<file path="config.mk">
export PLATFORM = sky130hd
export DESIGN_NAME = pix_top
export DESIGN_NICKNAME = d
export VERILOG_FILES = /design/src/design/pix_pkg.sv /design/src/design/pix_top.sv /design/src/design/pix_controller.sv /design/src/design/pix_frame_store.sv /design/src/design/pix_fifo.sv /design/src/design/pix_capture.sv
export SDC_FILE = /design/constraint.sdc
export NUM_CORES = 2
export LEC_CHECK = 0
export BUFFER_PORTS_ARGS = -buffer_cell sky130_fd_sc_hd__buf_2
export CORE_ASPECT_RATIO = 0.5
export CORE_MARGIN = 8
export CORE_UTILIZATION = 38
export DETAILED_ROUTE_END_ITERATION = 7
export PLACE_DENSITY = 0.61
export SYNTH_ARGS = -nofsm -noshare
export SYNTH_HDL_FRONTEND = slang
export SYNTH_MEMORY_MAX_BITS = 65536
export SYNTH_SLANG_ARGS = --single-unit
</file>
<file path="constraint.sdc">
create_clock -name clk -period 11.24 [get_ports clk]
set_clock_uncertainty 0.1 [all_clocks]
set_input_delay 1.124 -clock clk [delete_from_list [all_inputs] [get_ports clk]]
set_output_delay 1.124 -clock clk [all_outputs]
set_load 0.01 [all_outputs]
</file>
<file path="src/design/pix_pkg.sv">
package pix_pkg;

    // ====================
    // Command port
    // ====================
    localparam logic [1:0] CMD_NONE    = 2'b00;
    localparam logic [1:0] CMD_CAPTURE = 2'b01;
    localparam logic [1:0] CMD_READOUT = 2'b10;

    // ====================
    // Image and store sizes
    // ====================
    localparam int IMAGE_WIDTH_MAX  = 16;
    localparam int IMAGE_HEIGHT_MAX = 8;
    localparam int BLOCK_DEPTH      = IMAGE_WIDTH_MAX * IMAGE_HEIGHT_MAX;
    localparam int WIDTH_BITS       = 5;
    localparam int HEIGHT_BITS      = 4;
    localparam int ADDR_BITS        = 7;
    localparam int COUNT_BITS       = 8;

    // Capture stage FSM
    localparam logic [2:0] CAP_IDLE      = 3'd0;
    localparam logic [2:0] CAP_CLEAR     = 3'd1;
    localparam logic [2:0] CAP_WAIT_LOW  = 3'd2;
    localparam logic [2:0] CAP_WAIT_HIGH = 3'd3;
    localparam logic [2:0] CAP_WRITE     = 3'd4;

    // Controller FSM
    localparam logic [2:0] CTL_IDLE      = 3'd0;
    localparam logic [2:0] CTL_CAP_START = 3'd1;
    localparam logic [2:0] CTL_CAP_WAIT  = 3'd2;
    localparam logic [2:0] CTL_CAP_COPY  = 3'd3;
    localparam logic [2:0] CTL_RD_START  = 3'd4;

    // One stored word, seen either as raw data or split for the
    // highlight/shadow test (top 7 bits of the 12-bit pixel)
    typedef union packed {
        logic [15:0] raw;
        struct packed {
            logic [3:0] pad;
            logic [6:0] top;
            logic [4:0] low;
        } sample;
    } pix_word_u;

endpackage
</file>
<file path="src/design/pix_top.sv">
module pix_top (
    input  logic                            clk,
    input  logic                            fifoIn_rst,
    input  logic [1:0]                      cmd,
    input  logic                            cmd_block,
    input  logic [11:0]                     pix_d,
    input  logic                            pix_fv,
    input  logic                            pix_lv,
    input  logic                            readout_trigger,
    output logic                            readout_ready,
    output logic [15:0]                     readout_data,
    output logic                            capture_done,
    output logic                            readout_started,
    output logic [pix_pkg::WIDTH_BITS-1:0]  capture_width,
    output logic [pix_pkg::HEIGHT_BITS-1:0] capture_height,
    output logic [pix_pkg::COUNT_BITS-1:0]  highlight_count,
    output logic [pix_pkg::COUNT_BITS-1:0]  shadow_count
);
    import pix_pkg::*;

    // Capture stage to input FIFO
    logic        cap_arm;
    logic        cap_started;
    logic        cap_done;
    logic        cap_trigger;
    pix_word_u   cap_data;
    logic        in_w_ready;

    // Input FIFO to controller
    logic        in_ready;
    logic        in_trigger;
    logic [15:0] in_data;

    // Controller to frame store
    logic        wr_start;
    logic        wr_block;
    logic        wr_trigger;
    logic [15:0] wr_data;
    logic        rd_start;
    logic        rd_block;
    logic        out_flush;

    // Frame store to output FIFO
    logic        rd_ready;
    logic        rd_trigger;
    logic [15:0] rd_data;

    pix_capture u_capture (
        .clk,
        .fifoIn_rst,
        .pix_d,
        .pix_fv,
        .pix_lv,
        .arm             (cap_arm),
        .fifo_ready      (in_w_ready),
        .started         (cap_started),
        .done            (cap_done),
        .fifo_trigger    (cap_trigger),
        .fifo_data       (cap_data),
        .image_width     (capture_width),
        .image_height    (capture_height),
        .highlight_count,
        .shadow_count
    );

    pix_fifo u_fifo_in (
        .clk,
        .fifoIn_rst,
        .flush     (1'b0),
        .w_trigger (cap_trigger),
        .w_data    (cap_data),
        .w_ready   (in_w_ready),
        .r_trigger (in_trigger),
        .r_ready   (in_ready),
        .r_data    (in_data)
    );

    pix_controller u_controller (.*);

    pix_frame_store u_frame_store (.*);

    // The store advances only while the output FIFO has room
    pix_fifo u_fifo_out (
        .clk,
        .fifoIn_rst,
        .flush     (out_flush),
        .w_trigger (rd_ready),
        .w_data    (rd_data),
        .w_ready   (rd_trigger),
        .r_trigger (readout_trigger),
        .r_ready   (readout_ready),
        .r_data    (readout_data)
    );

endmodule

</file>
<file path="src/design/pix_controller.sv">
module pix_controller (
    input  logic        clk,
    input  logic        fifoIn_rst,
    input  logic [1:0]  cmd,
    input  logic        cmd_block,
    input  logic        cap_started,
    input  logic        cap_done,
    input  logic        in_ready,
    input  logic [15:0] in_data,
    output logic        cap_arm,
    output logic        in_trigger,
    output logic        wr_start,
    output logic        wr_block,
    output logic        wr_trigger,
    output logic [15:0] wr_data,
    output logic        rd_start,
    output logic        rd_block,
    output logic        out_flush,
    output logic        capture_done,
    output logic        readout_started
);
    import pix_pkg::*;

    logic [2:0] state;
    logic       block_q;

    // ====================
    // Strobes to the pipeline
    // ====================
    assign cap_arm   = (state == CTL_CAP_START);
    assign wr_start  = (state == CTL_CAP_START);
    assign wr_block  = block_q;
    assign rd_start  = (state == CTL_RD_START);
    assign out_flush = (state == CTL_RD_START);
    assign rd_block  = block_q;

    // Input FIFO drains one word per cycle
    // outside the copy state the words are leftovers and get dropped
    assign in_trigger = in_ready;
    assign wr_trigger = in_ready && (state == CTL_CAP_COPY);
    assign wr_data    = in_data;

    // ====================
    // Command FSM
    // ====================
    always_ff @(posedge clk) begin
        if (!fifoIn_rst) begin
            state           <= CTL_IDLE;
            block_q         <= 1'b0;
            capture_done    <= 1'b0;
            readout_started <= 1'b0;
        end else begin
            capture_done    <= 1'b0;
            readout_started <= 1'b0;

            case (state)
                CTL_CAP_START: begin
                    state <= CTL_CAP_WAIT;
                end
                CTL_CAP_WAIT: begin
                    if (cap_started) begin
                        state <= CTL_CAP_COPY;
                    end
                end
                // Finished once the frame ended and every pixel is stored
                CTL_CAP_COPY: begin
                    if (cap_done && !in_ready) begin
                        capture_done <= 1'b1;
                        state        <= CTL_IDLE;
                    end
                end
                CTL_RD_START: begin
                    readout_started <= 1'b1;
                    state           <= CTL_IDLE;
                end
                default: begin
                end
            endcase

            // A new command aborts whatever is running
            if (cmd != CMD_NONE) begin
                block_q <= cmd_block;
                case (cmd)
                    CMD_CAPTURE: state <= CTL_CAP_START;
                    CMD_READOUT: state <= CTL_RD_START;
                    default:     state <= CTL_IDLE;
                endcase
            end
        end
    end

endmodule

</file>
<file path="src/design/pix_frame_store.sv">
module pix_frame_store (
    input  logic        clk,
    input  logic        fifoIn_rst,
    input  logic        wr_start,
    input  logic        wr_block,
    input  logic        wr_trigger,
    input  logic [15:0] wr_data,
    input  logic        rd_start,
    input  logic        rd_block,
    input  logic        rd_trigger,
    output logic        rd_ready,
    output logic [15:0] rd_data
);
    import pix_pkg::*;

    logic [15:0]          mem [2*BLOCK_DEPTH];
    logic                 wr_blk_q;
    logic [ADDR_BITS-1:0] wr_addr;
    logic [ADDR_BITS:0]   len [2];
    logic                 rd_blk_q;
    logic [ADDR_BITS-1:0] rd_addr;
    logic [ADDR_BITS:0]   rd_left;
    logic                 wr_en;
    logic                 fetch;

    // A full block ignores further words
    assign wr_en = wr_trigger && (len[wr_blk_q] != (ADDR_BITS+1)'(BLOCK_DEPTH));

    // Refill the output register when it is empty or being taken
    assign fetch = !rd_start && (rd_left != '0) && (!rd_ready || rd_trigger);

    // ====================
    // Memory array
    // ====================
    always_ff @(posedge clk) begin
        if (wr_en) begin
            mem[{wr_blk_q, wr_addr}] <= wr_data;
        end
        if (fetch) begin
            rd_data <= mem[{rd_blk_q, rd_addr}];
        end
    end

    // ====================
    // Write side
    // ====================
    always_ff @(posedge clk) begin
        if (!fifoIn_rst) begin
            wr_blk_q <= 1'b0;
            wr_addr  <= '0;
            len[0]   <= '0;
            len[1]   <= '0;
        end else if (wr_start) begin
            wr_blk_q      <= wr_block;
            wr_addr       <= '0;
            len[wr_block] <= '0;
        end else if (wr_en) begin
            wr_addr       <= wr_addr + 1'b1;
            len[wr_blk_q] <= len[wr_blk_q] + 1'b1;
        end
    end

    // ====================
    // Read side
    // ====================
    always_ff @(posedge clk) begin
        if (!fifoIn_rst) begin
            rd_blk_q <= 1'b0;
            rd_addr  <= '0;
            rd_left  <= '0;
            rd_ready <= 1'b0;
        end else if (rd_start) begin
            rd_blk_q <= rd_block;
            rd_addr  <= '0;
            rd_left  <= len[rd_block];
            rd_ready <= 1'b0;
        end else if (fetch) begin
            rd_addr  <= rd_addr + 1'b1;
            rd_left  <= rd_left - 1'b1;
            rd_ready <= 1'b1;
        end else if (rd_trigger) begin
            rd_ready <= 1'b0;
        end
    end

    ap_start_alone: assert property (@(posedge clk) disable iff (!fifoIn_rst)
        !(wr_trigger && wr_start))
        else $error("pix_frame_store: write in the same cycle as wr_start");

endmodule

</file>
<file path="src/design/pix_fifo.sv">
module pix_fifo #(
    parameter int DEPTH_LOG2 = 4
) (
    input  logic        clk,
    input  logic        fifoIn_rst,
    input  logic        flush,
    input  logic        w_trigger,
    input  logic [15:0] w_data,
    output logic        w_ready,
    input  logic        r_trigger,
    output logic        r_ready,
    output logic [15:0] r_data
);
    localparam int DEPTH = 1 << DEPTH_LOG2;

    logic [15:0]           mem [DEPTH];
    logic [DEPTH_LOG2-1:0] wptr;
    logic [DEPTH_LOG2-1:0] rptr;
    logic [DEPTH_LOG2:0]   count;
    logic                  do_write;
    logic                  do_read;

    assign w_ready  = (count != (DEPTH_LOG2+1)'(DEPTH));
    assign r_ready  = (count != '0);
    assign do_write = w_trigger && w_ready;
    assign do_read  = r_trigger && r_ready;

    // Show-ahead read port
    assign r_data = mem[rptr];

    always_ff @(posedge clk) begin
        if (do_write) begin
            mem[wptr] <= w_data;
        end
    end

    always_ff @(posedge clk) begin
        if (!fifoIn_rst || flush) begin
            wptr  <= '0;
            rptr  <= '0;
            count <= '0;
        end else begin
            if (do_write) begin
                wptr <= wptr + 1'b1;
            end
            if (do_read) begin
                rptr <= rptr + 1'b1;
            end
            case ({do_write, do_read})
                2'b10:   count <= count + 1'b1;
                2'b01:   count <= count - 1'b1;
                default: count <= count;
            endcase
        end
    end

    ap_no_pop_empty: assert property (@(posedge clk) disable iff (!fifoIn_rst)
        r_trigger |-> r_ready)
        else $error("pix_fifo: pop while empty");

    ap_count_bound: assert property (@(posedge clk) disable iff (!fifoIn_rst)
        count <= (DEPTH_LOG2+1)'(DEPTH))
        else $error("pix_fifo: occupancy above depth");

endmodule

</file>
<file path="src/design/pix_capture.sv">
module pix_capture (
    input  logic                            clk,
    input  logic                            fifoIn_rst,
    input  logic [11:0]                     pix_d,
    input  logic                            pix_fv,
    input  logic                            pix_lv,
    input  logic                            arm,
    input  logic                            fifo_ready,
    output logic                            started,
    output logic                            done,
    output logic                            fifo_trigger,
    output pix_pkg::pix_word_u              fifo_data,
    output logic [pix_pkg::WIDTH_BITS-1:0]  image_width,
    output logic [pix_pkg::HEIGHT_BITS-1:0] image_height,
    output logic [pix_pkg::COUNT_BITS-1:0]  highlight_count,
    output logic [pix_pkg::COUNT_BITS-1:0]  shadow_count
);
    import pix_pkg::*;

    logic [11:0] d_q;
    logic        fv_q;
    logic        lv_q;
    logic        lv_prev;
    logic [2:0]  state;
    logic [1:0]  col;
    logic [1:0]  row;
    logic        writing;
    logic        pix_take;
    logic        on_grid;

    // ====================
    // Sensor input registers
    // ====================
    always_ff @(posedge clk) begin
        d_q <= pix_d;
    end

    always_ff @(posedge clk) begin
        if (!fifoIn_rst) begin
            fv_q    <= 1'b0;
            lv_q    <= 1'b0;
            lv_prev <= 1'b0;
        end else begin
            fv_q    <= pix_fv;
            lv_q    <= pix_lv;
            lv_prev <= lv_q;
        end
    end

    // The first frame-valid cycle already counts as part of the frame
    assign writing  = fv_q && (state == CAP_WRITE || state == CAP_WAIT_HIGH);
    assign pix_take = writing && lv_q;
    assign on_grid  = (col == 2'd0) && (row == 2'd0);

    assign fifo_trigger   = pix_take && fifo_ready;
    assign fifo_data.raw  = {4'h0, d_q};

    // ====================
    // Capture FSM and statistics
    // ====================
    always_ff @(posedge clk) begin
        if (!fifoIn_rst) begin
            state           <= CAP_IDLE;
            started         <= 1'b0;
            done            <= 1'b0;
            col             <= 2'd0;
            row             <= 2'd0;
            image_width     <= '0;
            image_height    <= '0;
            highlight_count <= '0;
            shadow_count    <= '0;
        end else begin
            started <= 1'b0;

            // Grid position, modulo 4
            col <= lv_q ? col + 2'd1 : 2'd0;
            if (!fv_q) begin
                row <= 2'd0;
            end else if (lv_prev && !lv_q) begin
                row <= row + 2'd1;
            end

            if (pix_take) begin
                if (!lv_prev) begin
                    image_width  <= WIDTH_BITS'(1);
                    image_height <= image_height + 1'b1;
                end else begin
                    image_width <= image_width + 1'b1;
                end
                if (on_grid && fifo_data.sample.top == 7'h7f) begin
                    highlight_count <= highlight_count + 1'b1;
                end
                if (on_grid && fifo_data.sample.top == 7'h00) begin
                    shadow_count <= shadow_count + 1'b1;
                end
            end

            case (state)
                CAP_CLEAR: begin
                    done            <= 1'b0;
                    image_width     <= '0;
                    image_height    <= '0;
                    highlight_count <= '0;
                    shadow_count    <= '0;
                    started         <= 1'b1;
                    state           <= CAP_WAIT_LOW;
                end
                // Skip the rest of a frame already in progress
                CAP_WAIT_LOW: begin
                    if (!fv_q) begin
                        state <= CAP_WAIT_HIGH;
                    end
                end
                CAP_WAIT_HIGH: begin
                    if (fv_q) begin
                        state <= CAP_WRITE;
                    end
                end
                CAP_WRITE: begin
                    if (!fv_q) begin
                        done  <= 1'b1;
                        state <= CAP_IDLE;
                    end
                end
                default: begin
                end
            endcase

            if (arm) begin
                state <= CAP_CLEAR;
            end
        end
    end

    ap_no_write_full: assert property (@(posedge clk) disable iff (!fifoIn_rst)
        pix_take |-> fifo_ready)
        else $error("pix_capture: pixel dropped with the input FIFO full");

endmodule

</file>
==> impl_metrics.tcl <==
set metrics [dict create \
    hold_buffers 0 \
    finalWorstSetupSlack_ns 5.85 \
    cp_slowest_cell "nor3_1" \
    cap_violations 1 \
    critPathMaxFanout 35 \
    nFillCells 31100 \
    die-area_mm2 0.389 \
    relSlewSlack_pct 0.355 \
    clk_path_buf_depth 4 \
    drc_errors 1 \
    end_kind "register" \
    cts_num_sinks 3600 \
    hold_ws_ns 0.260 \
    core_area_mm2 0.366 \
    p_leak_uw 0.0486 \
    ys_seq_area_share_pct 76.4 \
    pin_count 64 \
    vias_per_cell 5.71 \
    ctsResizeCount 0 \
    cp.arrival_ns 5.86 \
    wl_um 370000 \
    status "finished, violations left" \
    pre_cts_ws_ns 5.88 \
    htree_levels 5 \
    hp-class "in -> reg" \
    layout-drive-gt1-share_pct 25.2 \
    rsz0062_at_grt "no" \
    ys_warn_count 0 \
    swShare_pct 28.4 \
    first_pass_iters 6 \
    clk_pin_slew_ns 0.07 \
    ys_seq_elements 3600 \
    fin_crit_sh_pct 48.0 \
    cts_tree "yes" \
    tightest_slew_ns 1.48 \
    grt_antenna_before_repair 23 \
    avgSynthCellArea_um2 21.2 \
    crit_type "reg -> reg" \
    rows 157 \
    first_global_vias 68000 \
    grt_max_degree 216 \
    initial_core_util_pct 38.2 \
    hold_violations 0 \
    fmax_mhz 186 \
    synth_area_mm2 0.140 \
    post_cts_buffers 0 \
    synth_cell_types 81 \
    p_int_uw 25700 \
    place_congestion 0.829 \
    synth_enable_flop_cells 3484 \
    cp-start-kind "register" \
    netlist_instances 6594 \
    violations "DRC, capacitance limit" \
    crit_chain "buf_4, buf_4, mux4_2, mux4_2, nor2_1, a21oi_1, nor3_1, o32ai_1" \
    finalSetupTns_ns 0 \
    root_buffer "clkbuf_16" \
    grt.overflow.total 0 \
    die_w_um 874 \
    crit_required_ns 11.71 \
    layout_common_cells "edfxtp_1, mux4_2, nor2_1, clkbuf_16, buf_4" \
    grtUsageTotal_pct 18.5 \
    cts_buffers 338 \
    synthArstFlopShare_pct 0 \
    io_buffers 59 \
    fin_nets 7024 \
    pwr-share-clk_pct 31.5 \
    routedWlPerCell_um 30.4 \
    crit_path_max_incr_delay_ns 1.01 \
    num_vias 69500 \
    p_seq_share_pct 46.8 \
    syn_to_final_growth_pct 12.9 \
    final_max_slew_viol_count 0 \
    die_h_um 445 \
    final-setup-viol-count 0 \
    period_minus_slack_ns 5.39 \
    powerDensity_mw_per_mm2 227 \
    yosys_most_used_dff "edfxtp_1" \
    combPwrFrac_pct 21.7 \
    hpwl_um 216000 \
    peakVddDrop_mv 0.186 \
    final_common_cell "edfxtp_1" \
    ff2ff_setup_slack_ns 5.85 \
    first_iter_violations 9548 \
    postRouteAntennaNets 0 \
    clkLatencyLatePin_ns 0.89 \
    grt_pass1_wl_um 523000 \
    switching_power_uw 10200 \
]
through the flow:
stage,total power [uW],instances,area (um2),util [%]
after floorplan,22300,6597,140000,-
after global placement,24900,11600,147000,40.2
after detailed placement,25000,11600,147000,40.2
after CTS,36200,12200,158000,43.1
after global routing,37000,12200,158000,43.1
final,35900,12200,158000,43.1
sequential cells by signal, indices dropped and copies added (netlist names), 7 cells and up, named ones only:
name / flops
u_fifo_out.mem: 192
u_capture.d_q: 12
u_capture.shadow_count: 8
u_frame_store.rd_data: 12
u_frame_store.len: 16
u_frame_store.wr_addr: 7
u_frame_store.rd_left: 8
u_fifo_in.mem: 192
u_frame_store.rd_addr: 7
u_frame_store.mem: 3072
u_capture.highlight_count: 8
path summary, 6_finish.rpt:
check,startpoint,endpoint,cells past startpoint
setup / recovery,u_frame_store.rd_addr[0],u_frame_store.rd_data[7],8
hold / removal,pix_d[11],u_capture.d_q[11],1
hold reg to reg,u_controller.rd_block,u_frame_store.rd_blk_q,2
setup reg to reg,u_frame_store.rd_addr[0],u_frame_store.rd_data[7],8
synth_stat cells (19+ instances only):
cell      number  area [um2]
a21oi_1      122         611
a221oi_1      42         368
a22oi_1       49         368
a31oi_1       29         181
and2_1        21         131
buf_1         28         105
buf_12        22         440
buf_2         89         445
buf_4         43         323
buf_6         28         315
clkbuf_1     152         571
dfxtp_1      116        2320
edfxtp_1    3484      105000
ha_1          30         375
inv_1         31         116
mux2i_1      307        3070
mux4_2       831       18700
nand2_1      158         593
nand2b_1      19         119
nand3_1       57         285
nand4_1       27         169
nor2_1       396        1490
nor2b_1       29         181
nor3_1        31         155
o21ai_0       71         355
o221ai_1      34         298
o22ai_1       29         181
xnor2_1       28         245
xor2_1        29         254
worst max-delay path: cells and delay by family (launching register included):
| family | cells | cell delay (ns) |
|---|---|---|
| AOI/OAI and AO/OA | 2 | 0.32 |
| muxes | 2 | 1.15 |
| buffers and inverters | 2 | 1.37 |
| DFF | 1 | 0.84 |
| and+or+nand+nor | 2 | 1.13 |
layout make-up:
type / count / area, um2 / area share, %
diodes: 14 / 35.0 / 0.0222
clock buffers: 420 / 9030 / 5.71
clock inverters: 181 / 1650 / 1.05
inverters: 34 / 135 / 0.0855
multi-input cells: 2584 / 30900 / 19.5
flip-flops and latches: 3600 / 107000 / 67.7
well taps: 4929 / 6170 / 3.90
repair buffers: 415 / 3150 / 1.99
metal layers:
metal / wire length, um / part of all wire, % / GRT usage [%]
met5: 0 / 0 / 0
met4: 11600 / 3.1 / 5.88
met3: 34800 / 9.4 / 3.59
met2: 173000 / 47 / 29.0
met1: 151000 / 41 / 26.1
cells by family (layout without fill, tap and decap cells):
kind of cell / count (synthesis) / after routing / synth area share, %
multiplexers: 1169 / 1169 / 16.0
buffers and inverters: 413 / 1050 / 1.84
other: 1 / 18 / 0.00268
adder cells (fa/ha/maj): 31 / 31 / 0.282
flip-flops: 3600 / 3600 / 76.4
XOR/XNOR: 57 / 57 / 0.357
AND/OR/NAND/NOR: 795 / 795 / 2.53
AO/OA/AOI/OAI: 528 / 528 / 2.61
power groups by stage:
stage	Sequential, uW	Clock, uW	Combinational, uW
finish	16800	11300	7810
global route	16800	11900	8240
CTS	16800	11500	7910
detailed placement	17100	0	7910
global placement	17100	0	7830
floorplan	16900	0	5390
(Power assumes the default switching activity.)
